==> src/logic/mem_pkg.sv <==
`default_nettype none

package mem_pkg;

    ////////////////////////////////////////////////////////////
    // Sizes
    ////////////////////////////////////////////////////////////

    // One memory word
    localparam int DATA_W = 32;

    // Word address into RAM, 4096 words
    localparam int ADDR_W = 12;

    // Words moved by one burst, same as a cache block
    localparam int BLOCK_WORDS = 8;
    localparam int OFFS_W = $clog2(BLOCK_WORDS);

    // Offset of the final beat in a burst
    localparam int LAST_BEAT = BLOCK_WORDS - 1;

    // Block number field of an address
    localparam int BLK_W = ADDR_W - OFFS_W;

    // Boot image is blocks 0 to 3, words 0 to 31
    localparam int BOOT_BLOCKS = 4;

    ////////////////////////////////////////////////////////////
    // Types
    ////////////////////////////////////////////////////////////

    typedef logic [DATA_W-1:0] word_t;

    // Upper bits block number, low OFFS_W bits block offset
    typedef logic [ADDR_W-1:0] addr_t;

    // Beat counter inside a burst
    typedef logic [OFFS_W-1:0] offs_t;

    // Request from a master, held until its last strobe
    typedef struct packed {
        logic  op;      // Request active
        logic  rw;      // High for a write burst
        addr_t addr;    // Block address, offset bits ignored
    } mem_req_t;

    // Current owner of the RAM
    typedef enum logic [1:0] {
        ARB_IDLE,
        ARB_BOOT,
        ARB_INST,
        ARB_DATA
    } arb_state_t;

endpackage

`default_nettype wire

==> src/logic/mem_arbiter.sv <==
`timescale 1ns/1ps
`default_nettype none

module mem_arbiter import mem_pkg::*; (
    input  wire      clk,
    input  wire      rst_n,

    // Boot loader, write only
    input  mem_req_t boot_req,
    input  word_t    boot_write,
    output logic     boot_write_req,
    output logic     boot_last,

    // Instruction cache, read only
    input  mem_req_t imem_req,
    output word_t    imem_read,
    output logic     imem_read_valid,
    output logic     imem_last,

    // Data cache, read or write back
    input  mem_req_t dmem_req,
    input  word_t    dmem_write,
    output logic     dmem_write_req,
    output word_t    dmem_read,
    output logic     dmem_read_valid,
    output logic     dmem_last,

    // Burst RAM
    output mem_req_t mem_req,
    output word_t    mem_write,
    input  word_t    mem_read,
    input  wire      mem_read_valid,
    input  wire      mem_write_req,
    input  wire      mem_last
);

    arb_state_t state_q;

    ////////////////////////////////////////////////////////////
    // Grant register
    ////////////////////////////////////////////////////////////

    // Priority boot, then instruction, then data
    // Grant held for the whole burst, released on RAM last
    always_ff @(posedge clk or negedge rst_n) begin
        if (!rst_n) begin
            state_q <= ARB_IDLE;
        end else begin
            case (state_q)
                ARB_IDLE: begin
                    if (boot_req.op) begin
                        state_q <= ARB_BOOT;
                    end else if (imem_req.op) begin
                        state_q <= ARB_INST;
                    end else if (dmem_req.op) begin
                        state_q <= ARB_DATA;
                    end
                end
                ARB_BOOT, ARB_INST, ARB_DATA: begin
                    if (mem_last) begin
                        state_q <= ARB_IDLE;
                    end
                end
                default: state_q <= ARB_IDLE;
            endcase
        end
    end

    ////////////////////////////////////////////////////////////
    // Steering
    ////////////////////////////////////////////////////////////

    always_comb begin
        // Nobody owns the RAM, every strobe quiet
        mem_req         = '0;
        mem_write       = '0;
        boot_write_req  = 1'b0;
        boot_last       = 1'b0;
        imem_read       = '0;
        imem_read_valid = 1'b0;
        imem_last       = 1'b0;
        dmem_write_req  = 1'b0;
        dmem_read       = '0;
        dmem_read_valid = 1'b0;
        dmem_last       = 1'b0;

        case (state_q)
            ARB_BOOT: begin
                // Boot loader only writes
                mem_req        = boot_req;
                mem_req.rw     = 1'b1;
                mem_write      = boot_write;
                boot_write_req = mem_write_req;
                boot_last      = mem_last;
            end
            ARB_INST: begin
                // Instruction refill only reads
                mem_req         = imem_req;
                mem_req.rw      = 1'b0;
                imem_read       = mem_read;
                imem_read_valid = mem_read_valid;
                imem_last       = mem_last;
            end
            ARB_DATA: begin
                mem_req         = dmem_req;
                mem_write       = dmem_write;
                dmem_write_req  = mem_write_req;
                dmem_read       = mem_read;
                dmem_read_valid = mem_read_valid;
                dmem_last       = mem_last;
            end
            default: begin
            end
        endcase
    end

endmodule

`default_nettype wire

==> config.mk <==
export PLATFORM = sky130hd
export DESIGN_NAME = mem_arbiter
export DESIGN_NICKNAME = d
export VERILOG_FILES = /design/src/logic/mem_pkg.sv /design/src/logic/mem_arbiter.sv
export SDC_FILE = /design/constraint.sdc
export NUM_CORES = 1
export LEC_CHECK = 0
export ABC_AREA = 1
export ABC_CLOCK_PERIOD_IN_PS = 1700
export BUFFER_PORTS_ARGS = -buffer_cell sky130_fd_sc_hd__buf_2
export CAP_MARGIN = 20
export CORE_AREA = 2 2 101 103
export CTS_CLUSTER_SIZE = 20
export DETAILED_ROUTE_END_ITERATION = 8
export DIE_AREA = 0 0 103 105
export GPL_TIMING_DRIVEN = 0
export PLACE_DENSITY = 0.59
export SLEW_MARGIN = 20
export SYNTH_ARGS = -nofsm -noshare
export SYNTH_HDL_FRONTEND = slang
export SYNTH_SLANG_ARGS = --single-unit
==> constraint.sdc <==
create_clock -name clk -period 1.7 [get_ports clk]
set_input_delay 0.255 -clock clk [delete_from_list [all_inputs] [get_ports clk]]
set_output_delay 0.255 -clock clk [all_outputs]
set_load 0.02 [all_outputs]
======== Word level (Yosys, flattened, before mapping) ========
Index checks and enable logic that the tools add are counted.
word-level totals
  register bits after elaboration ......... 2
  bits in latches ......................... 0
  bits in writable memories ............... 0
  bits in read-only memories .............. 0
  logic and storage cells ................. 25
  memories kept ........................... 0
operators by class
  add/sub/neg operators ................... 0
  multiply operators ...................... 0
  divide/modulo/power cells ............... 0
  $lt $le $gt $ge ......................... 0
  equality and inequality tests ........... 5
  shift operators ......................... 0
  multiplexer cells ....................... 16
  bitwise logic cells ..................... 0
  reductions and logical operators ........ 3
operators with widths
  cell                  number
  $mux W32              2
  $pmux W32 S2          1
  $pmux W14 S3          1
  $mux W2               4
  $mux W1               7
  $eq A2 B2 Y1 const B  2
  $ne A4 B4 Y1 const B  1
  $pmux W2 S2           1
  $reduce_or A3 Y1      1
  $eq A2 B1 Y1 const B  1
  $logic_not A2 Y1      1
  $ne A2 B2 Y1 const B  1
  $reduce_and A2 Y1     1

======== Depth between registers and ports, before layout ========
  depth in word-level cells ............... 4
  mapped depth ............................ 6

======== Worst setup path before layout ========
OpenSTA, ideal clock, no wires.
  kind .................................... reg-to-output
  start ................................... register state_q[1]
  end ..................................... output imem_read[10]
  arrival time ............................ 1.175 ns
  data required time ...................... 1.445 ns
  slack ................................... 0.270 ns
  cell stages (with the launch flop) ...... 6
  path buffers ............................ 1
  path through ............................ dfrtp_1 inv_2 nor2_4 inv_2 buf_6 nor2_1
on the way
  longest elaborated chain between the ends .. 2
RTL lines
  element                   line               RTL
  start: declaration        mem_arbiter.sv:37  arb_state_t state_q;
  start signal: assignment  mem_arbiter.sv:47  state_q <= ARB_IDLE;
  start signal: assignment  mem_arbiter.sv:52  state_q <= ARB_BOOT;
  start signal: assignment  mem_arbiter.sv:54  state_q <= ARB_INST;
  $eq A2 B2 Y1              mem_arbiter.sv:87  case (state_q)
  $mux W32                  mem_arbiter.sv:87
  end: declaration          mem_arbiter.sv:16  output word_t imem_read,
No other way between the ends.

======== Worst setup path after layout ========
  start ................................... register state_q[0]
  end ..................................... output mem_write[16]
on the way
  longest elaborated chain between the ends .. 2
  elaborated cells on any way between the ends .. 3
RTL lines
  element                                              line               RTL
  $eq A2 B2 Y1 / $eq A2 B1 Y1 (equally long branches)  mem_arbiter.sv:87
  $pmux W32 S2 (*)                                     mem_arbiter.sv:87
  end: declaration                                     mem_arbiter.sv:30  output word_t mem_write,
Mark *: on every way between the ends. The rest lies on a longest branch, timed or not.

==> run metrics <==
status=complete, but fails checks; failing checks=setup timing; Syn Nets=373; die area=10800 um2; pre-CTS setup slack=-0.00434 ns; register area=52.6 um2; sw frac=53.6%; Nets=643; clock buffer depth=2; all-layer global routing usage=12.8%; Max Freq=577 MHz; Worst-Margin Slew=0.226 ns; core area=9640 um2; Reg power frac=3.0%; largest net degree at the start of global routing=11; post-synthesis cell area=1210 um2; Fin Clk Skew=0.00128 ns; critical path class=register to output pin; initial antenna violation count=1; area of the multi-input gates=938 um2; Largest register FFs=2; Max VDD drop=0.518 mV; PortBufs=257; number of global-route vias before repair=2331; design area=3140 um2; DRC=0; GRT overflow=0; Syn Inst Count=230; leakage=0.00205 uW; clock share of power=4.0%; Combinational Power Share=93.0%; vias=2543; share of layout cells above drive strength 1=63.3%; syn_area_per_cell=5.27 um2; final worst slack=-0.0341 ns; worst-path fanout max=10; CP Data Required Time=1.44 ns; Tcrit/Tclk final=102%; CP arrival=1.48 ns; CTS Buf Count=3; register area share after synthesis=4.13%; P_sw=2540 uW; H-tree depth=1; Netlist cell types=17; Final Max Tran Viols=0; total power=4740 uW; Worst setup SP type=register; number of DRC markers in iteration 0=59; gpl congestion=0.839; Yosys warning total=0; Placed Area=2660 um2; clock-pin slew on the worst setup and hold paths=0.03 ns; Final setup viols=24; Pre-Repair DR Iteration Count=4; type of the worst min-delay path=input pin to register; # fillers=1052; die width=103 um; min Tclk post-route=1.73 ns; internal power=2200 uW; final hold vios=0; Largest regs=state_q (2); Async SR Flop Fraction=100%; Root Driver=clkbuf_8; most flop-heavy register=state_q; #FFs+latches synth=2; Max Cap Violations=0; # IOs=260; prevailing post-synth register cell=dfrtp_1; clock latency on the worst-skew pair=0.21 ns; CTS sink cnt=2; ANT nets after route=0; HPWL Detailed=6730 um; RSZ-0062 raised after global routing=true; EDFF count, synth=0; die height=105 um; Rel. slew slack=84.9%; Worst Setup End Kind=output pin; Area growth, synth to finish=159%; row count=36; pwr dens=1510 nW/um2; drt wl/cell=12.8 um; vias per cell=4.02; initial core utilization=12.6%; TritonCTS clock tree=built; Detailed Route WL=8100 um; first-pass GRT wire length=10800 um
-- critical path, cell delays in order, from the launching register on --
cell and delay, ns:
dfrtp_2 0.47, inv_2 0.10, nor2_4 0.04, buf_12 0.14
buf_6 0.14, a22o_2 0.24, buf_6 0.13
-- Yosys cell counts, types with 2 or more instances --
cell type | n | area share, %
nor2_1 | 75 | 23
a22o_1 | 9 | 6.5
buf_6 | 7 | 6.5
inv_2 | 3 | 0.93
dfrtp_1 | 2 | 4.1
buf_2 | 2 | 0.83
nor2_4 | 2 | 1.9
nand2_1 | 46 | 14
clkbuf_1 | 3 | 0.93
buf_4 | 3 | 1.9
nand3_1 | 14 | 5.8
inv_1 | 37 | 11
a22o_2 | 23 | 19
-- cell type report --
type                       count  share of cell area (%)
timing repair buffer         265                    51.6
multi-input combinational    172                    29.9
tap                          133                    5.31
inverter                      41                    5.15
buffer                        15                    4.91
sequential                     2                    1.68
clock buffer                   3                    1.32
antenna                        1                  0.0798
-- power by group through the flow --
stage / logic, uW / registers [uW] / clock network (uW)
floorplan: 2360 / 121 / 0
global placement: 3570 / 127 / 0
detailed placement: 3580 / 128 / 0
CTS: 4160 / 142 / 195
global route: 4680 / 147 / 201
finish: 4410 / 142 / 189
-- metal layers --
| metal | wire, um | track usage (%) |
|---|---|---|
| met1 | 2780 | 12.2 |
| met4 | 132 | 2.91 |
| met3 | 757 | 1.87 |
| met5 | 0 | 0 |
| met2 | 4430 | 27.1 |
-- logic make-up (layout without fill, tap and decap cells) --
| logic type | Yosys count | count (layout) | share of synthesized area [%] |
|---|---|---|---|
| other | 0 | 1 | 0 |
| DFF | 2 | 2 | 4.13 |
| AOI/OAI and AO/OA | 33 | 33 | 26.1 |
| and+or+nand+nor | 139 | 139 | 46.7 |
| buffers and inverters | 56 | 324 | 23.0 |
-- layout by cell type, fill, tap and decap left out, types with 3 or more instances in the layout --
master    Yosys  final
clkbuf_8      0      3
a22o_4        0      6
nand3_1      14     14
a22o_2       23     17
inv_1        37     37
nor2_1       75     74
nand2_1      46     46
buf_6         7     35
buf_2         2    193
clkbuf_2      0      3
a22o_1        9      9
buf_4         3     45
-- worst paths after layout --
check | from | endpoint | slack (ns) | cells past startpoint
min in group asynchronous | rst_n | state_q[0] | 0.37 | 2
worst min-delay path | boot_req[13] | state_q[1] | 0.35 | 4
worst max-delay path | state_q[0] | mem_write[16] | -0.03 | 6
max in group asynchronous | rst_n | state_q[1] | 1.22 | 2
worst max register to register | state_q[0] | state_q[0] | 0.45 | 7
worst min register to register | state_q[0] | state_q[0] | 0.63 | 2
-- through the flow --
step           util (%)  hold WS, ns  cells  TNS [ns]
3_5_place_dp       27.6       0.0415    620  -0.00434
2_1_floorplan         -      -0.0406    230         0
4_1_cts            30.8        0.348    630    -0.766
6_report           32.5        0.347    632    -0.504
5_1_grt            32.5        0.386    632     -1.99
3_3_place_gp       27.6       0.0395    620         0
-- repair_timing --
| action | in CTS | in global routing |
|---|---|---|
| hold buffers | 1 | 0 |
| hold endpoints to repair | 2 | 0 |
| pin swaps | 6 | 8 |
| buffers inserted | 6 | 2 |
| resized for setup | 62 | 53 |
| setup endpoints to repair | 105 | 91 |
Note: power is estimated with default switching activity, not from simulation.
