<file path="src/logic/mem_pkg.sv">
`default_nettype none

package mem_pkg;

    ////////////////////////////////////////////////////////////
    // Sizes
    ////////////////////////////////////////////////////////////

    // One memory word
    localparam int DATA_W = 32;

    // Word address into RAM, 4096 words
    localparam int ADDR_W = 12;

    // Words moved by one burst, same as a cache block
    localparam int BLOCK_WORDS = 8;
    localparam int OFFS_W = $clog2(BLOCK_WORDS);

    // Offset of the final beat in a burst
    localparam int LAST_BEAT = BLOCK_WORDS - 1;

    // Block number field of an address
    localparam int BLK_W = ADDR_W - OFFS_W;

    // Boot image is blocks 0 to 3, words 0 to 31
    localparam int BOOT_BLOCKS = 4;

    ////////////////////////////////////////////////////////////
    // Types
    ////////////////////////////////////////////////////////////

    typedef logic [DATA_W-1:0] word_t;

    // Upper bits block number, low OFFS_W bits block offset
    typedef logic [ADDR_W-1:0] addr_t;

    // Beat counter inside a burst
    typedef logic [OFFS_W-1:0] offs_t;

    // Request from a master, held until its last strobe
    typedef struct packed {
        logic  op;      // Request active
        logic  rw;      // High for a write burst
        addr_t addr;    // Block address, offset bits ignored
    } mem_req_t;

    // Current owner of the RAM
    typedef enum logic [1:0] {
        ARB_IDLE,
        ARB_BOOT,
        ARB_INST,
        ARB_DATA
    } arb_state_t;

endpackage

`default_nettype wire

</file>
<file path="src/logic/boot_loader.sv">
`timescale 1ns/1ps
`default_nettype none

module boot_loader import mem_pkg::*; (
    input  wire      clk,
    input  wire      rst_n,

    // Request towards the arbiter, always a write
    output mem_req_t req,
    output word_t    write,
    input  wire      write_req,
    input  wire      last,

    // External flash source, answers in the same cycle
    output addr_t    flash_index,
    input  word_t    flash_word,

    output logic     boot_done
);

    // Block being copied
    logic [BLK_W-1:0] blk_q;
    // Word offset inside the current block
    offs_t            beat_q;
    // Burst request pending
    logic             op_q;
    logic             done_q;

    ////////////////////////////////////////////////////////////
    // Copy sequencer
    ////////////////////////////////////////////////////////////

    always_ff @(posedge clk or negedge rst_n) begin
        if (!rst_n) begin
            blk_q  <= '0;
            beat_q <= '0;
            op_q   <= 1'b0;
            done_q <= 1'b0;
        end else begin
            // One word taken per write strobe, wraps to 0 after the last beat
            if (write_req) begin
                beat_q <= beat_q + 1'b1;
            end

            if (last) begin
                // Drop request for one cycle after each burst
                op_q <= 1'b0;
                if (blk_q == BLK_W'(BOOT_BLOCKS - 1)) begin
                    done_q <= 1'b1;
                end else begin
                    blk_q <= blk_q + 1'b1;
                end
            end else if (!op_q && !done_q) begin
                // Start next block, also the first one out of reset
                op_q <= 1'b1;
            end
        end
    end

    ////////////////////////////////////////////////////////////
    // Outputs
    ////////////////////////////////////////////////////////////

    always_comb begin
        req.op   = op_q;
        req.rw   = 1'b1;
        req.addr = {blk_q, offs_t'(0)};
    end

    // Flash index doubles as RAM word address
    assign flash_index = {blk_q, beat_q};

    // Flash word goes straight onto the write bus
    assign write = flash_word;

    assign boot_done = done_q;

endmodule

`default_nettype wire

</file>
<file path="config.mk">
export PLATFORM = sky130hd
export DESIGN_NAME = boot_loader
export DESIGN_NICKNAME = d
export VERILOG_FILES = /design/src/logic/mem_pkg.sv /design/src/logic/boot_loader.sv
export SDC_FILE = /design/constraint.sdc
export NUM_CORES = 1
export LEC_CHECK = 0
export BUFFER_PORTS_ARGS = -buffer_cell sky130_fd_sc_hd__buf_2
export CORE_UTILIZATION = 36
export DETAILED_ROUTE_END_ITERATION = 6
export PLACE_DENSITY_LB_ADDON = 0.08
export SLEW_MARGIN = 30
export SYNTH_ARGS = -nofsm -noshare
export SYNTH_HDL_FRONTEND = slang
export SYNTH_SLANG_ARGS = --single-unit
</file>
<file path="constraint.sdc">
create_clock -name clk -period 1.7 [get_ports clk]
set_input_delay 0.34 -clock clk [delete_from_list [all_inputs] [get_ports clk]]
set_output_delay 0.34 -clock clk [all_outputs]
set_load 0.03 [all_outputs]
</file>
# After elaboration in Yosys (flattened, before gate mapping)
# Index checks and enable logic that the tools add are counted.
[word_totals]
reg_bits = 14
inputBits = 36
[classes]
add_sub_neg = 2
eq_ne = 1
mux = 2
bitwise = 1
n_reduce_logical = 6
[op_table]
columns = ["op", "count"]
rows = [
  ["adder 9 x 1 -> 9 bit (second input constant)", 1],
  ["equality test 9 x 2 -> 1 bit (second input constant)", 1],
  ["AND reduction 2 bit", 2],
  ["adder 3 x 1 -> 3 bit (second input constant)", 1],
  ["zero test 1 bit", 2],
  ["two-way mux 1 bit", 2],
  ["nonzero test 2 bit", 1],
  ["logical AND 1 bit", 1],
  ["NOT 1 bit", 1],
]

# Depth between registers and ports, before layout
# Gate-level depths: netlist of the first run.
[logic_depth]
ltp_word = 4
mapped_depth = 4

# Least setup slack after synthesis of the first run
# Ideal clock, no wire load.
[synth_timing]
kind = "register to register"
from = "register blk_q[4]"
to = "register blk_q[1]"
arrival_time_ps = 1399
t_required_ps = 1575
path_slack_ps = 175
stages_incl_launch_ff = 4
synth_period_minus_slack_ps = 1525
cell_sequence = "dfrtp_1 > nor4_2 > a41o_2 > mux2_4"
[synth_via]
elab_chain_cells = 3
[synth_rtl]
columns = ["item", "line", "rtl"]
rows = [
  ["from (decl)", "boot_loader.sv:22", "logic [BLK_W-1:0] blk_q;"],
  ["from (signal assigned)", "boot_loader.sv:51", "blk_q <= blk_q + 1'b1;"],
  ["equality test 9 x 2 -> 1 bit", "boot_loader.sv:48", "if (blk_q == BLK_W'(BOOT_BLOCKS - 1)) begin"],
  ["NOT 1 bit (no source line)", "-", ""],
  ["AND reduction 2 bit (no source line)", "-", ""],
]
# No other way between the ends.
# A chain may end at the register's enable or synchronous reset.

# Worst setup path in the final report of the first run
[layout_timing]
from = "register blk_q[2]"
to = "register blk_q[1]"
# Same word-level chain as after synthesis.

==> results.sh, run 1 <==
export IMPL_num_io_pins=95
export IMPL_grtUsageTotal_pct=10.5
export IMPL_pwr_share_clk_pct=11.4
export IMPL_rows=18
export IMPL_hold_viol=0
export IMPL_cp_start_kind="flip-flop"
export IMPL_grt_max_degree=15
export IMPL_ir_drop_mv=1.28
export IMPL_dieWidth_um=53.8
export IMPL_fin_nets=126
export IMPL_synth_area_um2=967
export IMPL_io_buffers=26
export IMPL_cts_buffers_inserted=3
export IMPL_yosys_warnings=0
export IMPL_seqPwrFrac_pct=34.6
export IMPL_swShare_pct=49.8
export IMPL_dieArea_um2=2900
export IMPL_finalClockSkew_ps=4.29
export IMPL_path_clk_slew_ps=80
export IMPL_rr_endpoint="blk_q[1]"
export IMPL_antenna_left=0
export IMPL_vias=523
export IMPL_crit_buf_inv=0
export IMPL_crit_fanout=7
export IMPL_r2r_slack_ps=290
export IMPL_crit_reg2reg_launch="blk_q[2]"
export IMPL_r2r_cells=3
export IMPL_core_um2=2500
export IMPL_grt_pass1_wl_um=2080
export IMPL_slowest_stage="dfrtp_1"
export IMPL_final_common_cell="buf_2"
export IMPL_cts_max_level=1
export IMPL_status="finished clean"
export IMPL_gp_congestion=0.683
export IMPL_drc_errors=0
export IMPL_min_period_over_period_pct=83.2
export IMPL_fin_crit_ps=1410
export IMPL_p_sw_w=0.000819
export IMPL_drt_vias_per_instance=4.51
export IMPL_wl_per_cell_um=12.3
export IMPL_min_path_cells=2
export IMPL_finalSetupViolations=0
export IMPL_slew_viol_final=0
export IMPL_path_delay_family="flip-flops"
export IMPL_ys_ff_latch=14
export IMPL_p_comb_share_pct=54.0
export IMPL_finalSetupTns_ps=0
export IMPL_fmax_mhz=707
export IMPL_drive_gt1_share_pct=44.2
export IMPL_syn_to_final_growth_pct=-12.7
export IMPL_end_kind="flip-flop"
export IMPL_syn_inst=98
export IMPL_cts_tree="yes"
export IMPL_crit_chain="nor4_2 -> a41o_2 -> mux2_4"
export IMPL_holdPathEnd="beat_q[0]"
export IMPL_yosysSeqAreaShare_pct=36.2
export IMPL_dr_pass1_iters=4
export IMPL_whs_ps=260
export IMPL_p_leak_nw=0.448
export IMPL_gr_total_overflow=0
export IMPL_clock_sinks=14
export IMPL_drv_cap=0
export IMPL_powerDensity_nw_per_um2=1950
export IMPL_p_int_w=0.000826
export IMPL_clockBufferDepth=2
export IMPL_antenna_cells=0
export IMPL_root_buffer="clkbuf_4"
export IMPL_dp_final_hpwl_um=1110
export IMPL_die_h_um=53.8
export IMPL_postSynthAreaPerCell_um2=9.87
export IMPL_drt_iter0_markers=6
export IMPL_clock_latency_ps=280
export IMPL_worstPathArrival_ps=1580
export IMPL_critPathMaxStageDelay_ps=460
export IMPL_n_fill_cell=269
export IMPL_min_from="write_req"
export IMPL_antenna_found_initial=0
export IMPL_crit_type="reg -> reg"
export IMPL_initial_core_util_pct=38.7
export IMPL_final_cell_mix="26 x buf_2, 14 x dfrtp_1, 6 x xnor2_1, 4 x nand2_1, 4 x conb_1"
export IMPL_rsz0062_at_grt="false"
export IMPL_required_ps=1870
export IMPL_grt_pass1_vias=443
export IMPL_ys_types=22
export IMPL_hold_class="in -> reg"
export IMPL_cts_setup_buffers=0
export IMPL_wl_um=1420
==> synthesized netlist by cell type, drive strengths merged <==
master  count  area, um^2
buf        46         345
dfrtp      14         350
xnor2       6        52.6
nand2       4        15.0
inv         3        11.3
nor2        3        11.3
xor2        3        26.3
and4        2        18.8
conb        2        7.51
ha          2        25.0
mux2        2        26.3
nand3       2        10.0
nand4       2        12.5
a21o        1        7.51
a21oi       1        5.00
a41o        1        11.3
and3        1        7.51
nor4        1        12.5
o21ai       1        5.00
or2         1        6.26
==> worst reg2reg max path, cell delays in order (launching register included) <==
cell and delay [ps]:
dfrtp_1 460, nor4_2 280, a41o_2 270, mux2_4 300
==> stage by stage <==
step	cell area [um^2]	power (W)	utilization, %	setup WS [ps]	cells
detailed placement	812	0.00148	32.5	296	112
finish	845	0.00165	33.8	285	116
floorplan	975	0.00144	-	175	100
CTS	845	0.00168	33.8	273	116
global placement	812	0.00148	32.5	304	112
global route	845	0.00177	33.8	218	116
==> registers in the layout (all words and copies together), names as in the netlist <==
signal     flops
boot_done      1
op_q           1
beat_q         3
blk_q          9
==> routing by layer <==
layer	up-vias	track usage [%]	share of wire, %
li1	244	-	-
met4	0	1.75	0
met5	-	0	0
met1	236	12.3	45
met2	43	16.3	42
met3	0	6.78	13
==> area by class of cell <==
| cell class | count | area [um^2] | share of cell area (%) |
|---|---|---|---|
| Sequential cell | 14 | 350 | 41.5 |
| Multi-Input combinational cell | 37 | 268 | 31.7 |
| Clock buffer | 3 | 22.5 | 2.67 |
| Tap cell | 30 | 37.5 | 4.44 |
| Inverter | 3 | 11.3 | 1.33 |
| Timing Repair Buffer | 29 | 155 | 18.4 |
==> power by group through the flow <==
| stage | Sequential [W] | Combinational (W) | Clock [W] |
|---|---|---|---|
| finish | 0.000569 | 0.000888 | 0.000188 |
| global route | 0.000598 | 0.000957 | 0.000218 |
| CTS | 0.000574 | 0.000899 | 0.000203 |
| detailed placement | 0.000580 | 0.000896 | 0 |
| global placement | 0.000576 | 0.000901 | 0 |
| floorplan | 0.000815 | 0.000624 | 0 |
==> worst max path at each step <==
stage                     startpoint  endpoint  slack, ps  cells after the start
final                       blk_q[2]  blk_q[1]        290                      3
after global routing        blk_q[2]  blk_q[1]        220                      3
after CTS                   blk_q[2]  blk_q[1]        270                      3
after detailed placement    blk_q[2]  blk_q[1]        300                      3
after global placement      blk_q[2]  blk_q[1]        300                      3
after floorplan             blk_q[4]  blk_q[1]        180                      3
==> cell families after synthesis <==
group | count (synthesis) | share of synthesized area (%)
XOR/XNOR | 9 | 8.15
other | 2 | 0.776
adder cells (fa/ha/maj) | 2 | 2.59
AO/OA/AOI/OAI | 4 | 2.97
multiplexers | 2 | 2.72
flip-flops | 14 | 36.2
AND/OR/NAND/NOR | 16 | 9.70
buffers and inverters | 49 | 36.9
==> timing repair <==
action | in CTS | in global routing
hold endpoints to repair | 14 | 0
gates resized for setup | 0 | 0
hold buffers | 1 | 0
No activity file was read; power rests on OpenSTA's default activity.
==> run 2, diff against run 1 <==
--- a/config.mk
+++ b/config.mk
@@ -6,7 +6,7 @@
 export NUM_CORES = 1
 export LEC_CHECK = 0
 export BUFFER_PORTS_ARGS = -buffer_cell sky130_fd_sc_hd__buf_2
-export CORE_UTILIZATION = 36
+export CORE_UTILIZATION = 32
 export DETAILED_ROUTE_END_ITERATION = 6
 export PLACE_DENSITY_LB_ADDON = 0.08
 export SLEW_MARGIN = 30
==> constraint.sdc (replaced) <==
create_clock -name clk -period 1.25 [get_ports clk]
set_input_delay 0.25 -clock clk [delete_from_list [all_inputs] [get_ports clk]]
set_output_delay 0.25 -clock clk [all_outputs]
set_load 0.03 [all_outputs]
==> run 2 against run 1 <==
  * The run now ends with design-rule violations, negative setup slack left
  * Wire length grew 29%
  * Combinational power grew 120%
  * Die area grew 12%
  * Utilization increased by 7.7 points
  * Sequential cell count stayed put
  * First-iteration DRC count grew to 4.0 times the previous value
  * Worst hold slack got worse by 85 ps
  * Final cell count increased by 15%
  * Largest power group unchanged
==> results.sh, run 2 (synthesized netlist as in run 1, its figures left out) <==
export IMPL_worstPathArrival_ps=1550
export IMPL_min_period_over_period_pct=110
export IMPL_core_um2=2810
export IMPL_hold_class="in -> reg"
export IMPL_fin_nets=141
export IMPL_n_fill_cell=267
export IMPL_required_ps=1420
export IMPL_cp_start_kind="flip-flop"
export IMPL_slew_viol_final=0
export IMPL_p_int_w=0.00177
export IMPL_powerDensity_nw_per_um2=2660
export IMPL_crit_fanout=2
export IMPL_layout_setup_ws_ps=-130
export IMPL_dr_pass1_iters=5
export IMPL_p_leak_nw=0.575
export IMPL_drive_gt1_share_pct=62.7
export IMPL_die_h_um=57.0
export IMPL_violations="design-rule violations, negative setup slack"
export IMPL_cts_max_level=1
export IMPL_fmax_mhz=725
export IMPL_clockBufferDepth=2
export IMPL_min_path_cells=2
export IMPL_drc_errors=16
export IMPL_dieWidth_um=57.0
export IMPL_finalInstanceArea_um2=1160
export IMPL_antenna_cells=0
export IMPL_finalSetupTns_ps=-341
export IMPL_clock_latency_ps=290
export IMPL_syn_to_final_growth_pct=20.2
export IMPL_gr_total_overflow=0
export IMPL_max_flop_register="blk_q"
export IMPL_largest_register_ffs=9
export IMPL_io_buffers=26
export IMPL_rr_endpoint="blk_q[1]"
export IMPL_end_kind="flip-flop"
export IMPL_num_io_pins=95
export IMPL_cts_buffers_inserted=3
export IMPL_finalSetupViolations=3
export IMPL_drv_cap=0
export IMPL_seqPwrFrac_pct=25.3
export IMPL_wl_per_cell_um=13.8
export IMPL_holdPathEnd="beat_q[0]"
export IMPL_dp_final_hpwl_um=1290
export IMPL_dieArea_um2=3250
export IMPL_drt_vias_per_instance=4.62
export IMPL_ir_drop_mv=1.27
export IMPL_root_buffer="clkbuf_4"
export IMPL_slowest_stage="dfrtp_2"
export IMPL_min_from="write_req"
export IMPL_whs_ps=174
export IMPL_hold_viol=0
export IMPL_path_clk_slew_ps=90
export IMPL_crit_type="reg -> reg"
export IMPL_cts_tree="yes"
export IMPL_gp_congestion=0.697
export IMPL_placed_area_um2=881
export IMPL_final_cell_mix="27 x buf_6, 10 x buf_2, 8 x dfrtp_1, 6 x dfrtp_2, 6 x buf_4"
export IMPL_grtUsageTotal_pct=11.4
export IMPL_clock_sinks=14
export IMPL_p_sw_w=0.00132
export IMPL_vias=615
export IMPL_final_common_cell="buf_6"
export IMPL_p_comb_share_pct=63.9
export IMPL_swShare_pct=42.7
export IMPL_finalClockSkew_ps=7.90
export IMPL_grt_max_degree=15
export IMPL_rows=19
export IMPL_antenna_left=0
export IMPL_reg_top3="blk_q x9, beat_q x3"
export IMPL_pwr_share_clk_pct=10.8
export IMPL_rsz0062_at_grt="true"
export IMPL_status="complete, but fails checks"
export IMPL_grt_pass1_vias=567
export IMPL_drt_iter0_markers=24
export IMPL_initial_core_util_pct=34.5
export IMPL_antenna_found_initial=0
export IMPL_fin_crit_ps=1380
export IMPL_crit_reg2reg_launch="blk_q[6]"
export IMPL_wl_um=1830
export IMPL_grt_pass1_wl_um=2720
export IMPL_r2r_slack_ps=-130
export IMPL_crit_chain="nor4_4 -> a41o_2 -> mux2_4"
export IMPL_critPathMaxStageDelay_ps=430
export IMPL_r2r_cells=3
run 2: changes by cell type in the layout (fill, tap and decap cells not counted), moves of 2 or more:
| cell | previous run | this run |
|---|---|---|
| buf_6 | 0 | 27 |
| buf_2 | 26 | 10 |
| dfrtp_1 | 14 | 8 |
| dfrtp_2 | 0 | 6 |
| buf_4 | 2 | 6 |
| xnor2_1 | 6 | 4 |
| xnor2_2 | 0 | 2 |
run 2: per-stage QoR:
stage	util, %	instances	total power (W)	setup slack [ps]
floorplan	-	100	0.00198	-184
global placement	31.4	121	0.00216	-141
detailed placement	31.4	121	0.00216	-156
CTS	39.5	131	0.00298	-142
global route	41.4	133	0.00326	-165
finish	41.4	133	0.00309	-130
run 2: worst max-delay path by stage:
stage	end	slack, ps	startpoint	cells after the start
after floorplan	blk_q[1]	-180	blk_q[6]	3
after CTS	blk_q[1]	-140	blk_q[6]	3
after global routing	blk_q[1]	-170	blk_q[6]	3
final	blk_q[1]	-130	blk_q[6]	3
after detailed placement	blk_q[1]	-160	blk_q[6]	3
after global placement	blk_q[1]	-140	blk_q[6]	3
run 2: critical path: cells and delay by family, from the launching register on:
family / cells / cell delay (ps)
AO/OA/AOI/OAI: 1 / 240
flip-flops: 1 / 430
multiplexers: 1 / 300
AND/OR/NAND/NOR: 1 / 290
run 2: power groups by stage:
| stage | combinational, W | clock [W] | sequential [W] |
|---|---|---|---|
| floorplan | 0.000847 | 0 | 0.00113 |
| global placement | 0.00143 | 0 | 0.000732 |
| detailed placement | 0.00142 | 0 | 0.000741 |
| CTS | 0.00187 | 0.000347 | 0.000764 |
| global route | 0.00209 | 0.000371 | 0.000803 |
| finish | 0.00198 | 0.000333 | 0.000781 |
run 2: repair_timing:
action                                  in CTS  in global routing
pin swaps                                    2                  7
resized for setup                           41                 10
endpoints found under the hold margin       14                  0
hold buffers                                 1                  0
endpoints found under the setup margin      19                 24
buffers inserted                             5                  3
run 2: final cells by class:
cell class | count | area [um^2] | area share (%)
Inverter | 3 | 11.3 | 0.969
Tap cell | 31 | 38.8 | 3.34
Multi-Input combinational cell | 37 | 309 | 26.6
Timing Repair Buffer | 44 | 409 | 35.2
Clock buffer | 4 | 36.3 | 3.12
Sequential cell | 14 | 358 | 30.8
run 2: per-layer routing:
metal  track usage, %  routed length (um)
met1             13.5                 718
met5                0                   0
met3             2.95                 175
met4             12.2                  76
met2             16.0                 863
==> run 3, diff against run 2 <==
--- a/config.mk
+++ b/config.mk
@@ -5,7 +5,7 @@
 export SDC_FILE = /design/constraint.sdc
 export NUM_CORES = 1
 export LEC_CHECK = 0
-export BUFFER_PORTS_ARGS = -buffer_cell sky130_fd_sc_hd__buf_2
+export BUFFER_PORTS_ARGS = -buffer_cell sky130_fd_sc_hd__clkbuf_2
 export CORE_UTILIZATION = 32
 export DETAILED_ROUTE_END_ITERATION = 6
 export PLACE_DENSITY_LB_ADDON = 0.08
==> run 3 against run 2 <==
  * The run still ends with design-rule violations, negative setup slack left
  * Clock power increased by 3%
  * Worst setup slack got worse by 5.6 ps
  * First-iteration DRC count unchanged
  * Sequential power about the same
  * Wire length decreased by 0.87%
  * Register-to-register slack about the same
  * Power increased by 5.3%
  * Sequential cell count unchanged
  * Critical path type unchanged
  * Largest cell class unchanged
==> results.sh, run 3 (synthesized netlist as in run 1, its figures left out) <==
export IMPL_finalInstanceArea_um2=1180
export IMPL_max_flop_register="blk_q"
export IMPL_grt_pass1_wl_um=2860
export IMPL_violations="design-rule violations, negative setup slack"
export IMPL_slew_viol_final=0
export IMPL_vias=595
export IMPL_crit_type="reg -> reg"
export IMPL_antenna_found_initial=0
export IMPL_cts_max_level=1
export IMPL_hold_class="in -> reg"
export IMPL_drt_vias_per_instance=4.54
export IMPL_grt_max_degree=15
export IMPL_drive_gt1_share_pct=60.0
export IMPL_powerDensity_nw_per_um2=2750
export IMPL_final_cell_mix="14 x buf_8, 10 x clkbuf_2, 9 x buf_6, 8 x dfrtp_1"
export IMPL_p_leak_nw=0.576
export IMPL_wl_um=1820
export IMPL_fin_crit_ps=1390
export IMPL_end_kind="flip-flop"
export IMPL_status="complete, but fails checks"
export IMPL_finalSetupTns_ps=-214
export IMPL_largest_register_ffs=9
export IMPL_required_ps=1420
export IMPL_antenna_left=0
export IMPL_num_io_pins=95
export IMPL_whs_ps=173
export IMPL_finalClockSkew_ps=5.79
export IMPL_reg_top3="blk_q x9, beat_q x3"
export IMPL_path_clk_slew_ps=100
export IMPL_rows=19
export IMPL_dp_worst_setup_slack_ps=-157
export IMPL_cts_buffers_inserted=3
export IMPL_fmax_mhz=722
export IMPL_drt_iter0_markers=24
export IMPL_min_period_over_period_pct=111
export IMPL_finalSetupViolations=4
export IMPL_gp_congestion=0.698
export IMPL_drc_errors=16
export IMPL_fin_nets=139
export IMPL_crit_fanout=2
export IMPL_syn_to_final_growth_pct=22.5
export IMPL_worstPathArrival_ps=1560
export IMPL_rsz0062_at_grt="true"
export IMPL_dr_pass1_iters=5
export IMPL_wl_per_cell_um=13.9
export IMPL_dp_final_hpwl_um=1300
export IMPL_layout_setup_ws_ps=-136
export IMPL_antenna_cells=0
export IMPL_clockBufferDepth=2
export IMPL_initial_core_util_pct=34.5
export IMPL_clock_latency_ps=290
export IMPL_gr_total_overflow=0
export IMPL_cp_start_kind="flip-flop"
export IMPL_core_um2=2810
export IMPL_final_common_cell="buf_8"
export IMPL_clock_sinks=14
export IMPL_die_h_um=57.0
export IMPL_grtUsageTotal_pct=11.9
export IMPL_cts_tree="yes"
export IMPL_hold_viol=0
export IMPL_io_buffers=26
export IMPL_dieArea_um2=3250
export IMPL_dieWidth_um=57.0
export IMPL_drv_cap=0
export IMPL_ir_drop_mv=1.35
export IMPL_placed_area_um2=881
export IMPL_grt_pass1_vias=638
export IMPL_root_buffer="clkbuf_4"
run 3: worst max-delay path, cell delays in order (launching register included):
cell,delay [ps]
dfrtp_2,430
nor4_4,300
a41o_2,250
mux2_4,300
run 3: repair_timing:
| item | CTS | global route |
|---|---|---|
| pin swaps | 2 | 7 |
| hold buffers | 1 | 0 |
| buffers inserted | 3 | 3 |
| endpoints found under the setup margin | 17 | 23 |
| resized for setup | 41 | 19 |
| endpoints found under the hold margin | 14 | 0 |
run 3: worst paths after layout:
| check | start | to | slack, ps | depth (start not counted) |
|---|---|---|---|---|
| min in group asynchronous | rst_n | blk_q[4] | 390 | 2 |
| hold reg to reg | beat_q[2] | beat_q[2] | 470 | 1 |
| max in group asynchronous | rst_n | blk_q[1] | 570 | 2 |
| setup reg to reg | blk_q[6] | blk_q[1] | -140 | 3 |
| setup / recovery | blk_q[6] | blk_q[1] | -140 | 3 |
| hold / removal | write_req | beat_q[0] | 170 | 2 |
run 3: final cells by class:
type | count | area, um^2
Clock buffer | 4 | 36.3
Fill cell | 274 | 1620
Inverter | 3 | 11.3
Multi-Input combinational cell | 37 | 297
Sequential cell | 14 | 358
Tap cell | 31 | 38.8
Timing Repair Buffer | 42 | 444
run 3: per-stage QoR:
stage          total power (W)  utilization [%]  cells
6_report               0.00325             42.2    131
4_1_cts                0.00303             40.3    129
3_5_place_dp           0.00218             31.4    121
3_3_place_gp           0.00217             31.4    121
2_1_floorplan          0.00198                -    100
5_1_grt                0.00343             42.2    131
run 3: layer usage:
metal,GRT usage (%),vias up,routed length [um]
met2,16.6,39,829
met1,14.4,272,724
met5,0,-,0
met3,3.17,16,188
li1,-,268,-
met4,12.2,0,77
run 3: power by group:
part           internal [W]  switching [W]  total (W)  leakage (nW)
Clock              0.000177       0.000164   0.000342        0.0210
Sequential         0.000627       0.000155   0.000782         0.163
Combinational       0.00109        0.00104    0.00213         0.391
Total               0.00190        0.00136    0.00325         0.576
